[src/common/mux_join_pkg.sv]
// Shared widths, depths, opcodes and helpers for the send-side join data path
package mux_join_pkg;

  // ----------------------------
  // Stream widths
  // ----------------------------

  // Payload width of every stream port
  localparam int DATA_BITS = 64;
  // One keep bit per data byte
  localparam int KEEP_BITS = DATA_BITS / 8;
  // Stream id, passed through untouched
  localparam int TID_BITS = 4;

  // ----------------------------
  // Request fields
  // ----------------------------

  // Beat count minus one
  localparam int LEN_BITS = 8;

  // ----------------------------
  // Buffer sizing
  // ----------------------------

  // Metadata queue toward the send queue
  localparam int META_DEPTH = 4;
  localparam int META_PTR_BITS = $clog2(META_DEPTH);
  // Occupancy needs one extra code for the full state
  localparam int META_CNT_BITS = $clog2(META_DEPTH + 1);

  // Outbound data FIFO
  localparam int DATA_DEPTH = 16;
  localparam int DATA_PTR_BITS = $clog2(DATA_DEPTH);
  localparam int DATA_CNT_BITS = $clog2(DATA_DEPTH + 1);

  // ----------------------------
  // Opcodes
  // ----------------------------

  // Work request opcode
  typedef enum logic [1:0] {
    // Payload comes back on the response stream
    OP_RD_REQ = 2'd0,
    // Local write payload from the receive stream
    OP_WRITE  = 2'd1,
    // Local send payload from the receive stream
    OP_SEND   = 2'd2
  } opcode_t;

  // True when the payload must be taken from the response stream
  function automatic logic is_rd_opcode(opcode_t op);
    logic rd;
    // Only read requests use remote data
    rd = (op == OP_RD_REQ);
    return rd;
  endfunction

endpackage

[src/meta_queue.sv]
// Small synchronous FIFO holding the opcode and length of each accepted request
`timescale 1ns/1ps

module meta_queue (
  input  logic                                  aclk,
  input  logic                                  aresetn,
  input  logic                                  s_valid,
  output logic                                  s_ready,
  input  mux_join_pkg::opcode_t                 s_opcode,
  input  logic [mux_join_pkg::LEN_BITS-1:0]     s_len,
  output logic                                  m_valid,
  input  logic                                  m_ready,
  output mux_join_pkg::opcode_t                 m_opcode,
  output logic [mux_join_pkg::LEN_BITS-1:0]     m_len
);
  import mux_join_pkg::*;

  // Entry storage
  opcode_t              mem_opcode [META_DEPTH];
  logic [LEN_BITS-1:0]  mem_len    [META_DEPTH];

  // Pointers and occupancy
  logic [META_PTR_BITS-1:0] wr_ptr;
  logic [META_PTR_BITS-1:0] rd_ptr;
  logic [META_CNT_BITS-1:0] count;

  logic push;
  logic pop;

  // Full at META_DEPTH entries, empty at zero
  assign s_ready = (count != META_CNT_BITS'(META_DEPTH));
  assign m_valid = (count != '0);
  assign push    = s_valid & s_ready;
  assign pop     = m_valid & m_ready;

  // Head entry straight from the array
  assign m_opcode = mem_opcode[rd_ptr];
  assign m_len    = mem_len[rd_ptr];

  // Control state
  always_ff @(posedge aclk) begin
    if (!aresetn) begin
      wr_ptr <= '0;
      rd_ptr <= '0;
      count  <= '0;
    end else begin
      // Wrap pointers at the last slot
      if (push) begin
        wr_ptr <= (wr_ptr == META_PTR_BITS'(META_DEPTH - 1)) ? '0 : wr_ptr + 1'b1;
      end
      if (pop) begin
        rd_ptr <= (rd_ptr == META_PTR_BITS'(META_DEPTH - 1)) ? '0 : rd_ptr + 1'b1;
      end
      // Simultaneous push and pop leaves count as is
      if (push && !pop) begin
        count <= count + 1'b1;
      end else if (pop && !push) begin
        count <= count - 1'b1;
      end
    end
  end

  // Write side of the array
  always_ff @(posedge aclk) begin
    if (push) begin
      mem_opcode[wr_ptr] <= s_opcode;
      mem_len[wr_ptr]    <= s_len;
    end
  end

endmodule

[src/axis_data_fifo.sv]
// Stream data FIFO, register array that buffers data, keep, last and id beats
`timescale 1ns/1ps

module axis_data_fifo (
  input  logic                                  aclk,
  input  logic                                  aresetn,
  // Write side
  input  logic                                  s_tvalid,
  output logic                                  s_tready,
  input  logic [mux_join_pkg::DATA_BITS-1:0]    s_tdata,
  input  logic [mux_join_pkg::KEEP_BITS-1:0]    s_tkeep,
  input  logic                                  s_tlast,
  input  logic [mux_join_pkg::TID_BITS-1:0]     s_tid,
  // Read side
  output logic                                  m_tvalid,
  input  logic                                  m_tready,
  output logic [mux_join_pkg::DATA_BITS-1:0]    m_tdata,
  output logic [mux_join_pkg::KEEP_BITS-1:0]    m_tkeep,
  output logic                                  m_tlast,
  output logic [mux_join_pkg::TID_BITS-1:0]     m_tid
);
  import mux_join_pkg::*;

  // ----------------------------
  // Storage
  // ----------------------------

  // Beat payload, one slot per entry
  logic [DATA_BITS-1:0] mem_data [DATA_DEPTH];
  logic [KEEP_BITS-1:0] mem_keep [DATA_DEPTH];
  logic                 mem_last [DATA_DEPTH];
  logic [TID_BITS-1:0]  mem_tid  [DATA_DEPTH];

  // Pointers and fill level
  logic [DATA_PTR_BITS-1:0] wr_ptr;
  logic [DATA_PTR_BITS-1:0] rd_ptr;
  logic [DATA_CNT_BITS-1:0] count;

  logic wr_en;
  logic rd_en;

  // ----------------------------
  // Flags and handshakes
  // ----------------------------

  // Back-pressure once every slot is taken
  assign s_tready = (count != DATA_CNT_BITS'(DATA_DEPTH));
  assign m_tvalid = (count != '0);
  assign wr_en    = s_tvalid & s_tready;
  assign rd_en    = m_tvalid & m_tready;

  // Head beat, held while m_tready is low
  assign m_tdata = mem_data[rd_ptr];
  assign m_tkeep = mem_keep[rd_ptr];
  assign m_tlast = mem_last[rd_ptr];
  assign m_tid   = mem_tid[rd_ptr];

  // ----------------------------
  // Pointer and count update
  // ----------------------------
  always_ff @(posedge aclk) begin
    if (!aresetn) begin
      wr_ptr <= '0;
      rd_ptr <= '0;
      count  <= '0;
    end else begin
      if (wr_en) begin
        wr_ptr <= (wr_ptr == DATA_PTR_BITS'(DATA_DEPTH - 1)) ? '0 : wr_ptr + 1'b1;
      end
      if (rd_en) begin
        rd_ptr <= (rd_ptr == DATA_PTR_BITS'(DATA_DEPTH - 1)) ? '0 : rd_ptr + 1'b1;
      end
      // Level moves only on a one-sided transfer
      if (wr_en && !rd_en) begin
        count <= count + 1'b1;
      end else if (rd_en && !wr_en) begin
        count <= count - 1'b1;
      end
    end
  end

  // Beat capture
  always_ff @(posedge aclk) begin
    if (wr_en) begin
      mem_data[wr_ptr] <= s_tdata;
      mem_keep[wr_ptr] <= s_tkeep;
      mem_last[wr_ptr] <= s_tlast;
      mem_tid[wr_ptr]  <= s_tid;
    end
  end

endmodule

[src/axis_mux_join/axis_mux_join.sv]
// Request-driven join, grants the receive or response stream per request for len+1 beats
`timescale 1ns/1ps

module axis_mux_join (
  input  logic                                  aclk,
  input  logic                                  aresetn,
  // Work requests in
  input  logic                                  rq_valid,
  output logic                                  rq_ready,
  input  mux_join_pkg::opcode_t                 rq_opcode,
  input  logic [mux_join_pkg::LEN_BITS-1:0]     rq_len,
  // Forwarded requests toward the send queue
  output logic                                  sq_valid,
  input  logic                                  sq_ready,
  output mux_join_pkg::opcode_t                 sq_opcode,
  output logic [mux_join_pkg::LEN_BITS-1:0]     sq_len,
  // Locally sourced payload
  input  logic                                  recv_tvalid,
  output logic                                  recv_tready,
  input  logic [mux_join_pkg::DATA_BITS-1:0]    recv_tdata,
  input  logic [mux_join_pkg::KEEP_BITS-1:0]    recv_tkeep,
  input  logic                                  recv_tlast,
  input  logic [mux_join_pkg::TID_BITS-1:0]     recv_tid,
  // Read response payload
  input  logic                                  resp_tvalid,
  output logic                                  resp_tready,
  input  logic [mux_join_pkg::DATA_BITS-1:0]    resp_tdata,
  input  logic [mux_join_pkg::KEEP_BITS-1:0]    resp_tkeep,
  input  logic                                  resp_tlast,
  input  logic [mux_join_pkg::TID_BITS-1:0]     resp_tid,
  // Joined outbound stream
  output logic                                  out_tvalid,
  input  logic                                  out_tready,
  output logic [mux_join_pkg::DATA_BITS-1:0]    out_tdata,
  output logic [mux_join_pkg::KEEP_BITS-1:0]    out_tkeep,
  output logic                                  out_tlast,
  output logic [mux_join_pkg::TID_BITS-1:0]     out_tid
);
  import mux_join_pkg::*;

  // Join FSM
  typedef enum logic [0:0] {
    ST_IDLE = 1'b0,
    ST_MUX  = 1'b1
  } state_t;

  state_t state_q;
  state_t state_d;

  // Remaining beats minus one, and source select
  logic [LEN_BITS-1:0] cnt_q;
  logic [LEN_BITS-1:0] cnt_d;
  logic                rd_q;
  logic                rd_d;

  // Push side of the metadata queue
  logic q_valid;
  logic q_ready;

  // Muxed stream into the data FIFO
  logic                 mux_tvalid;
  logic                 mux_tready;
  logic [DATA_BITS-1:0] mux_tdata;
  logic [KEEP_BITS-1:0] mux_tkeep;
  logic                 mux_tlast;
  logic [TID_BITS-1:0]  mux_tid;

  logic beat;
  logic tr_done;
  logic accept;

  // ----------------------------
  // Source mux
  // ----------------------------
  always_comb begin
    mux_tvalid  = 1'b0;
    mux_tdata   = '0;
    mux_tkeep   = '0;
    mux_tlast   = 1'b0;
    mux_tid     = '0;
    recv_tready = 1'b0;
    resp_tready = 1'b0;
    if (state_q == ST_MUX) begin
      // Granted source only, other side stays stalled
      if (rd_q) begin
        mux_tvalid  = resp_tvalid;
        mux_tdata   = resp_tdata;
        mux_tkeep   = resp_tkeep;
        mux_tlast   = resp_tlast;
        mux_tid     = resp_tid;
        resp_tready = mux_tready;
      end else begin
        mux_tvalid  = recv_tvalid;
        mux_tdata   = recv_tdata;
        mux_tkeep   = recv_tkeep;
        mux_tlast   = recv_tlast;
        mux_tid     = recv_tid;
        recv_tready = mux_tready;
      end
    end
  end

  // ----------------------------
  // Request acceptance
  // ----------------------------

  // Beat moved into the FIFO
  assign beat    = mux_tvalid & mux_tready;
  // Last beat of the current grant
  assign tr_done = (state_q == ST_MUX) && (cnt_q == '0) && beat;
  // Free slot now or after this beat, plus room in the queue
  assign accept  = rq_valid & q_ready & ((state_q == ST_IDLE) | tr_done);

  assign rq_ready = accept;
  assign q_valid  = accept;

  // Next state and datapath
  always_comb begin
    state_d = state_q;
    cnt_d   = cnt_q;
    rd_d    = rd_q;
    if (accept) begin
      // Back-to-back grant, no dead cycle
      state_d = ST_MUX;
      cnt_d   = rq_len;
      rd_d    = is_rd_opcode(rq_opcode);
    end else if (tr_done) begin
      state_d = ST_IDLE;
    end else if (beat) begin
      cnt_d = cnt_q - 1'b1;
    end
  end

  always_ff @(posedge aclk) begin
    if (!aresetn) begin
      state_q <= ST_IDLE;
      cnt_q   <= '0;
      rd_q    <= 1'b0;
    end else begin
      state_q <= state_d;
      cnt_q   <= cnt_d;
      rd_q    <= rd_d;
    end
  end

  // ----------------------------
  // Queues
  // ----------------------------

  // Accepted requests on to the send queue
  meta_queue meta_queue_i (
    .aclk     (aclk),
    .aresetn  (aresetn),
    .s_valid  (q_valid),
    .s_ready  (q_ready),
    .s_opcode (rq_opcode),
    .s_len    (rq_len),
    .m_valid  (sq_valid),
    .m_ready  (sq_ready),
    .m_opcode (sq_opcode),
    .m_len    (sq_len)
  );

  // Absorbs short out_tready stalls
  axis_data_fifo axis_data_fifo_i (
    .aclk     (aclk),
    .aresetn  (aresetn),
    .s_tvalid (mux_tvalid),
    .s_tready (mux_tready),
    .s_tdata  (mux_tdata),
    .s_tkeep  (mux_tkeep),
    .s_tlast  (mux_tlast),
    .s_tid    (mux_tid),
    .m_tvalid (out_tvalid),
    .m_tready (out_tready),
    .m_tdata  (out_tdata),
    .m_tkeep  (out_tkeep),
    .m_tlast  (out_tlast),
    .m_tid    (out_tid)
  );

endmodule

[src/sq_join_top.sv]
// Top level of the send-side join, exposes request, send queue and stream ports
`timescale 1ns/1ps

module sq_join_top (
  input  logic                                  aclk,
  input  logic                                  aresetn,
  // Requests
  input  logic                                  rq_valid,
  output logic                                  rq_ready,
  input  mux_join_pkg::opcode_t                 rq_opcode,
  input  logic [mux_join_pkg::LEN_BITS-1:0]     rq_len,
  // Send queue
  output logic                                  sq_valid,
  input  logic                                  sq_ready,
  output mux_join_pkg::opcode_t                 sq_opcode,
  output logic [mux_join_pkg::LEN_BITS-1:0]     sq_len,
  // Receive stream
  input  logic                                  recv_tvalid,
  output logic                                  recv_tready,
  input  logic [mux_join_pkg::DATA_BITS-1:0]    recv_tdata,
  input  logic [mux_join_pkg::KEEP_BITS-1:0]    recv_tkeep,
  input  logic                                  recv_tlast,
  input  logic [mux_join_pkg::TID_BITS-1:0]     recv_tid,
  // Response stream
  input  logic                                  resp_tvalid,
  output logic                                  resp_tready,
  input  logic [mux_join_pkg::DATA_BITS-1:0]    resp_tdata,
  input  logic [mux_join_pkg::KEEP_BITS-1:0]    resp_tkeep,
  input  logic                                  resp_tlast,
  input  logic [mux_join_pkg::TID_BITS-1:0]     resp_tid,
  // Outbound stream
  output logic                                  out_tvalid,
  input  logic                                  out_tready,
  output logic [mux_join_pkg::DATA_BITS-1:0]    out_tdata,
  output logic [mux_join_pkg::KEEP_BITS-1:0]    out_tkeep,
  output logic                                  out_tlast,
  output logic [mux_join_pkg::TID_BITS-1:0]     out_tid
);

  // Single join instance, names match one to one
  axis_mux_join axis_mux_join_i (
    .aclk        (aclk),
    .aresetn     (aresetn),
    .rq_valid    (rq_valid),
    .rq_ready    (rq_ready),
    .rq_opcode   (rq_opcode),
    .rq_len      (rq_len),
    .sq_valid    (sq_valid),
    .sq_ready    (sq_ready),
    .sq_opcode   (sq_opcode),
    .sq_len      (sq_len),
    .recv_tvalid (recv_tvalid),
    .recv_tready (recv_tready),
    .recv_tdata  (recv_tdata),
    .recv_tkeep  (recv_tkeep),
    .recv_tlast  (recv_tlast),
    .recv_tid    (recv_tid),
    .resp_tvalid (resp_tvalid),
    .resp_tready (resp_tready),
    .resp_tdata  (resp_tdata),
    .resp_tkeep  (resp_tkeep),
    .resp_tlast  (resp_tlast),
    .resp_tid    (resp_tid),
    .out_tvalid  (out_tvalid),
    .out_tready  (out_tready),
    .out_tdata   (out_tdata),
    .out_tkeep   (out_tkeep),
    .out_tlast   (out_tlast),
    .out_tid     (out_tid)
  );

endmodule

[config.mk]
export PLATFORM = sky130hd
export DESIGN_NAME = sq_join_top
export DESIGN_NICKNAME = d
export VERILOG_FILES = /design/src/common/mux_join_pkg.sv /design/src/meta_queue.sv /design/src/axis_data_fifo.sv /design/src/axis_mux_join/axis_mux_join.sv /design/src/sq_join_top.sv
export SDC_FILE = /design/constraint.sdc
export NUM_CORES = 1
export LEC_CHECK = 0
export BUFFER_PORTS_ARGS = -buffer_cell sky130_fd_sc_hd__buf_2
export CAP_MARGIN = 10
export CORE_ASPECT_RATIO = 2
export CORE_MARGIN = 2
export CORE_UTILIZATION = 37
export DETAILED_ROUTE_END_ITERATION = 8
export PLACE_DENSITY_LB_ADDON = 0.1
export SYNTH_ARGS = -nofsm -noshare
export SYNTH_HDL_FRONTEND = slang
export SYNTH_SLANG_ARGS = --single-unit
[constraint.sdc]
create_clock -name aclk -period 7.2 [get_ports aclk]
set_input_delay 0.72 -clock aclk [delete_from_list [all_inputs] [get_ports aclk]]
set_output_delay 0.72 -clock aclk [all_outputs]
set_load 0.1 [all_outputs]
==> flow_summary.toml <==
[status]
outcome = "complete, no violations"

[floorplanning]
core_mm2 = 0.1365
initial_core_util_pct = 37.18
boundaryPins = 263
dieArea_mm2 = 0.1403
row_count = 192
chipWidth_um = 265.8
die-height_um = 527.6

[min_path]
hold_class = "input port to flop"

[cts]
cts.clk_slew.worst_paths_ns = 0.07
cts_resized = 0
cts_setup_buffers = 0
cts.sinks = 1308
clk_latency_ns = 0.75
h-tree-depth = 3
cts_hold_buf = 0
cts_root_buffer = "clkbuf_16"
cts_tree = "yes"
clockBufferDepth = 3
cts_buffers = 114

[sta]
hold_viol = 0
fmax_mhz = 214.3
tightest_slew_ns = 1.253
slew_headroom_pct = 16.44
finalSetupViolCount = 0
drv_slew = 0
timing.hold.ws_ns = 0.2267
period_share_pct = 64.82
fin_crit_ns = 4.667
setup_ws_ns = 2.533
skew_ns = 0.02892
finalSetupTns_ns = 0
rsz0062_at_grt = "no"

[routing]
drc = 0
wirelength_um = 126200
viasPerCell = 5.420
vias = 23388
drtIter0Drc = 1838
wl_per_cell_um = 29.24
drtAntennaViolNets = 0
firstDrtPassIters = 5

[worst_setup_path]
cp_data_required_time_ns = 6.48
crit_path_end_kind = "output port"
start_kind = "flop"
critPathMaxFanout = 83
critical_path_class = "flop to output port"
crit_arrival_ns = 3.95

[placed_design]
port_buffers = 262
pre_cts_ws_ns = 3.177
gp_congestion = 0.7048
dp_hpwl_um = 67930

[grt]
antenna_found_initial = 3
grt_pass1_wl_um = 180800
gr-usage-all-layers_pct = 18.11
grt_pass1_vias = 25101
grt-ovfl-total = 0
grt_max_degree = 158

[synthesis]
synth_ff_type = "edfxtp_1"
synthDistinctLibCells = 53
syn_area_per_cell_um2 = 23.48
ys_warn_count = 0
syn_area_mm2 = 0.05073
ys_ff_latch = 1308
synth-seq-area-share_pct = 76.72
synthCells = 2160
synth-edff-count = 1272
async_flop_share_pct = 0
syn-num-nets = 2350

[final_layout]
syn_to_final_growth_pct = 14.31
layout-drive-gt1-share_pct = 35.12
num-nets-final = 2663
fillers = 11782

[power]
powerDensity_mw_per_mm2 = 338.7
leakage_uw = 0.01806
vdd_ir_drop_max_v = 0.0002384

[run]
maxCapViolCount = 0
==> path summary, 6_finish.rpt <==
kind / cells after the start / startpoint / end / slack (ns)
hold / removal: 1 / rq_len[3] / axis_mux_join_i.meta_queue_i.mem_len[3][3]$_DFFE_PP_ / 0.23
hold reg to reg: 2 / axis_mux_join_i.cnt_q[5]$_SDFFE_PN0P_ / axis_mux_join_i.cnt_q[5]$_SDFFE_PN0P_ / 0.50
setup reg to reg: 7 / axis_mux_join_i.rd_q$_SDFFE_PN0P_ / axis_mux_join_i.axis_data_fifo_i.mem_keep[12][2]$_DFFE_PP_ / 3.31
setup / recovery: 4 / flop / out_tdata[6] / 2.53
==> power by group <==
part | total (uW) | switching, uW | internal, uW
registers | 8740 | 151 | 8590
clock network | 6160 | 2760 | 3400
logic | 4740 | 3110 | 1630
==> cell families after synthesis <==
| logic type | synth area share [%] |
|---|---|
| AO/OA/AOI/OAI | 0.5944 |
| adder cells (fa/ha/maj) | 0.4982 |
| AND/OR/NAND/NOR | 1.551 |
| flip-flops | 76.72 |
| multiplexers | 19.20 |
| XOR/XNOR | 0.1899 |
| buffers and inverters | 1.248 |
==> state kept, by name (all words and copies together), names as in the netlist, named ones only <==
name	cells
axis_mux_join_i.axis_data_fifo_i.mem_tid	64
axis_mux_join_i.axis_data_fifo_i.mem_last	16
axis_mux_join_i.axis_data_fifo_i.mem_data	1024
axis_mux_join_i.axis_data_fifo_i.wr_ptr	4
axis_mux_join_i.meta_queue_i.count	3
axis_mux_join_i.axis_data_fifo_i.rd_ptr	4
axis_mux_join_i.meta_queue_i.mem_opcode	8
axis_mux_join_i.meta_queue_i.wr_ptr	2
axis_mux_join_i.meta_queue_i.mem_len	32
axis_mux_join_i.rd_q	1
axis_mux_join_i.axis_data_fifo_i.count	5
axis_mux_join_i.meta_queue_i.rd_ptr	2
axis_mux_join_i.axis_data_fifo_i.mem_keep	128
axis_mux_join_i.cnt_q	8
axis_mux_join_i.state_q	1
==> critical path, cell delays in order, from the launching register on <==
cell	delay, ns
dfxtp_4	0.96
buf_12	0.48
mux4_2	0.65
mux4_2	0.56
buf_2	0.32
==> placed cells by master, fill, tap and decap left out, drive strengths merged, types with 2 or more instances in the layout <==
| cell | netlist | final |
|---|---|---|
| clkinvlp | 0 | 3 |
| clkinv | 0 | 56 |
| edfxtp | 1272 | 1272 |
| nand3b | 2 | 2 |
| nand3 | 6 | 6 |
| nor3 | 5 | 5 |
| nor2b | 8 | 8 |
| buf | 67 | 311 |
| xnor2 | 6 | 6 |
| bufinv | 0 | 12 |
| and2 | 11 | 11 |
| mux2i | 83 | 83 |
| xor2 | 5 | 5 |
| nand2 | 22 | 22 |
| ha | 17 | 17 |
| nand2b | 3 | 3 |
| or3 | 5 | 5 |
| nor2 | 95 | 95 |
| a21boi | 6 | 6 |
| o21ai | 10 | 10 |
| a21o | 3 | 3 |
| nor4 | 2 | 2 |
| and3 | 2 | 2 |
| a31oi | 3 | 3 |
| clkbuf | 47 | 136 |
| fa | 2 | 2 |
| inv | 15 | 19 |
| mux4 | 395 | 395 |
| nor3b | 2 | 2 |
| dfxtp | 36 | 36 |
| a21oi | 12 | 12 |
==> routing by layer <==
layer,wire length (um),vias to the layer above,GRT usage (%)
li1,-,9790,-
met1,51700,12827,23.38
met2,66500,626,32.09
met3,5650,145,2.594
met4,2310,0,4.502
met5,0,-,0
==> Yosys cell counts, types with 11 or more instances <==
cell type | n | area, um^2
a21oi_1 | 12 | 60.06
and2_1 | 11 | 68.82
buf_1 | 22 | 82.58
buf_2 | 29 | 145.1
buf_6 | 14 | 157.7
clkbuf_1 | 47 | 176.4
dfxtp_1 | 36 | 720.7
edfxtp_1 | 1272 | 38200
ha_1 | 17 | 212.7
inv_1 | 12 | 45.04
mux2i_1 | 83 | 830.8
mux4_2 | 395 | 8896
nand2_1 | 22 | 82.58
nor2_1 | 95 | 356.6
==> per-stage QoR <==
stage,instances,power [uW],area (um^2),util [%]
after global routing,4315,20370,57990,42.50
after global placement,4101,13720,54250,39.76
after detailed placement,4102,13770,54270,39.77
final,4315,19640,57990,42.50
after floorplan,2160,12720,50740,-
after CTS,4313,19950,57960,42.48
==> final cells by class <==
type	count	area [um^2]	share of cell area [%]
inverter	15	58.81	0.1014
multi-input combinational	723	11300	19.50
clock buffer	136	2999	5.172
antenna	1	2.502	0.004315
sequential	1308	38940	67.15
timing repair buffer	311	1804	3.111
tap	1746	2185	3.767
clock inverter	75	696.9	1.202
Note: power is estimated with default switching activity, not from simulation.
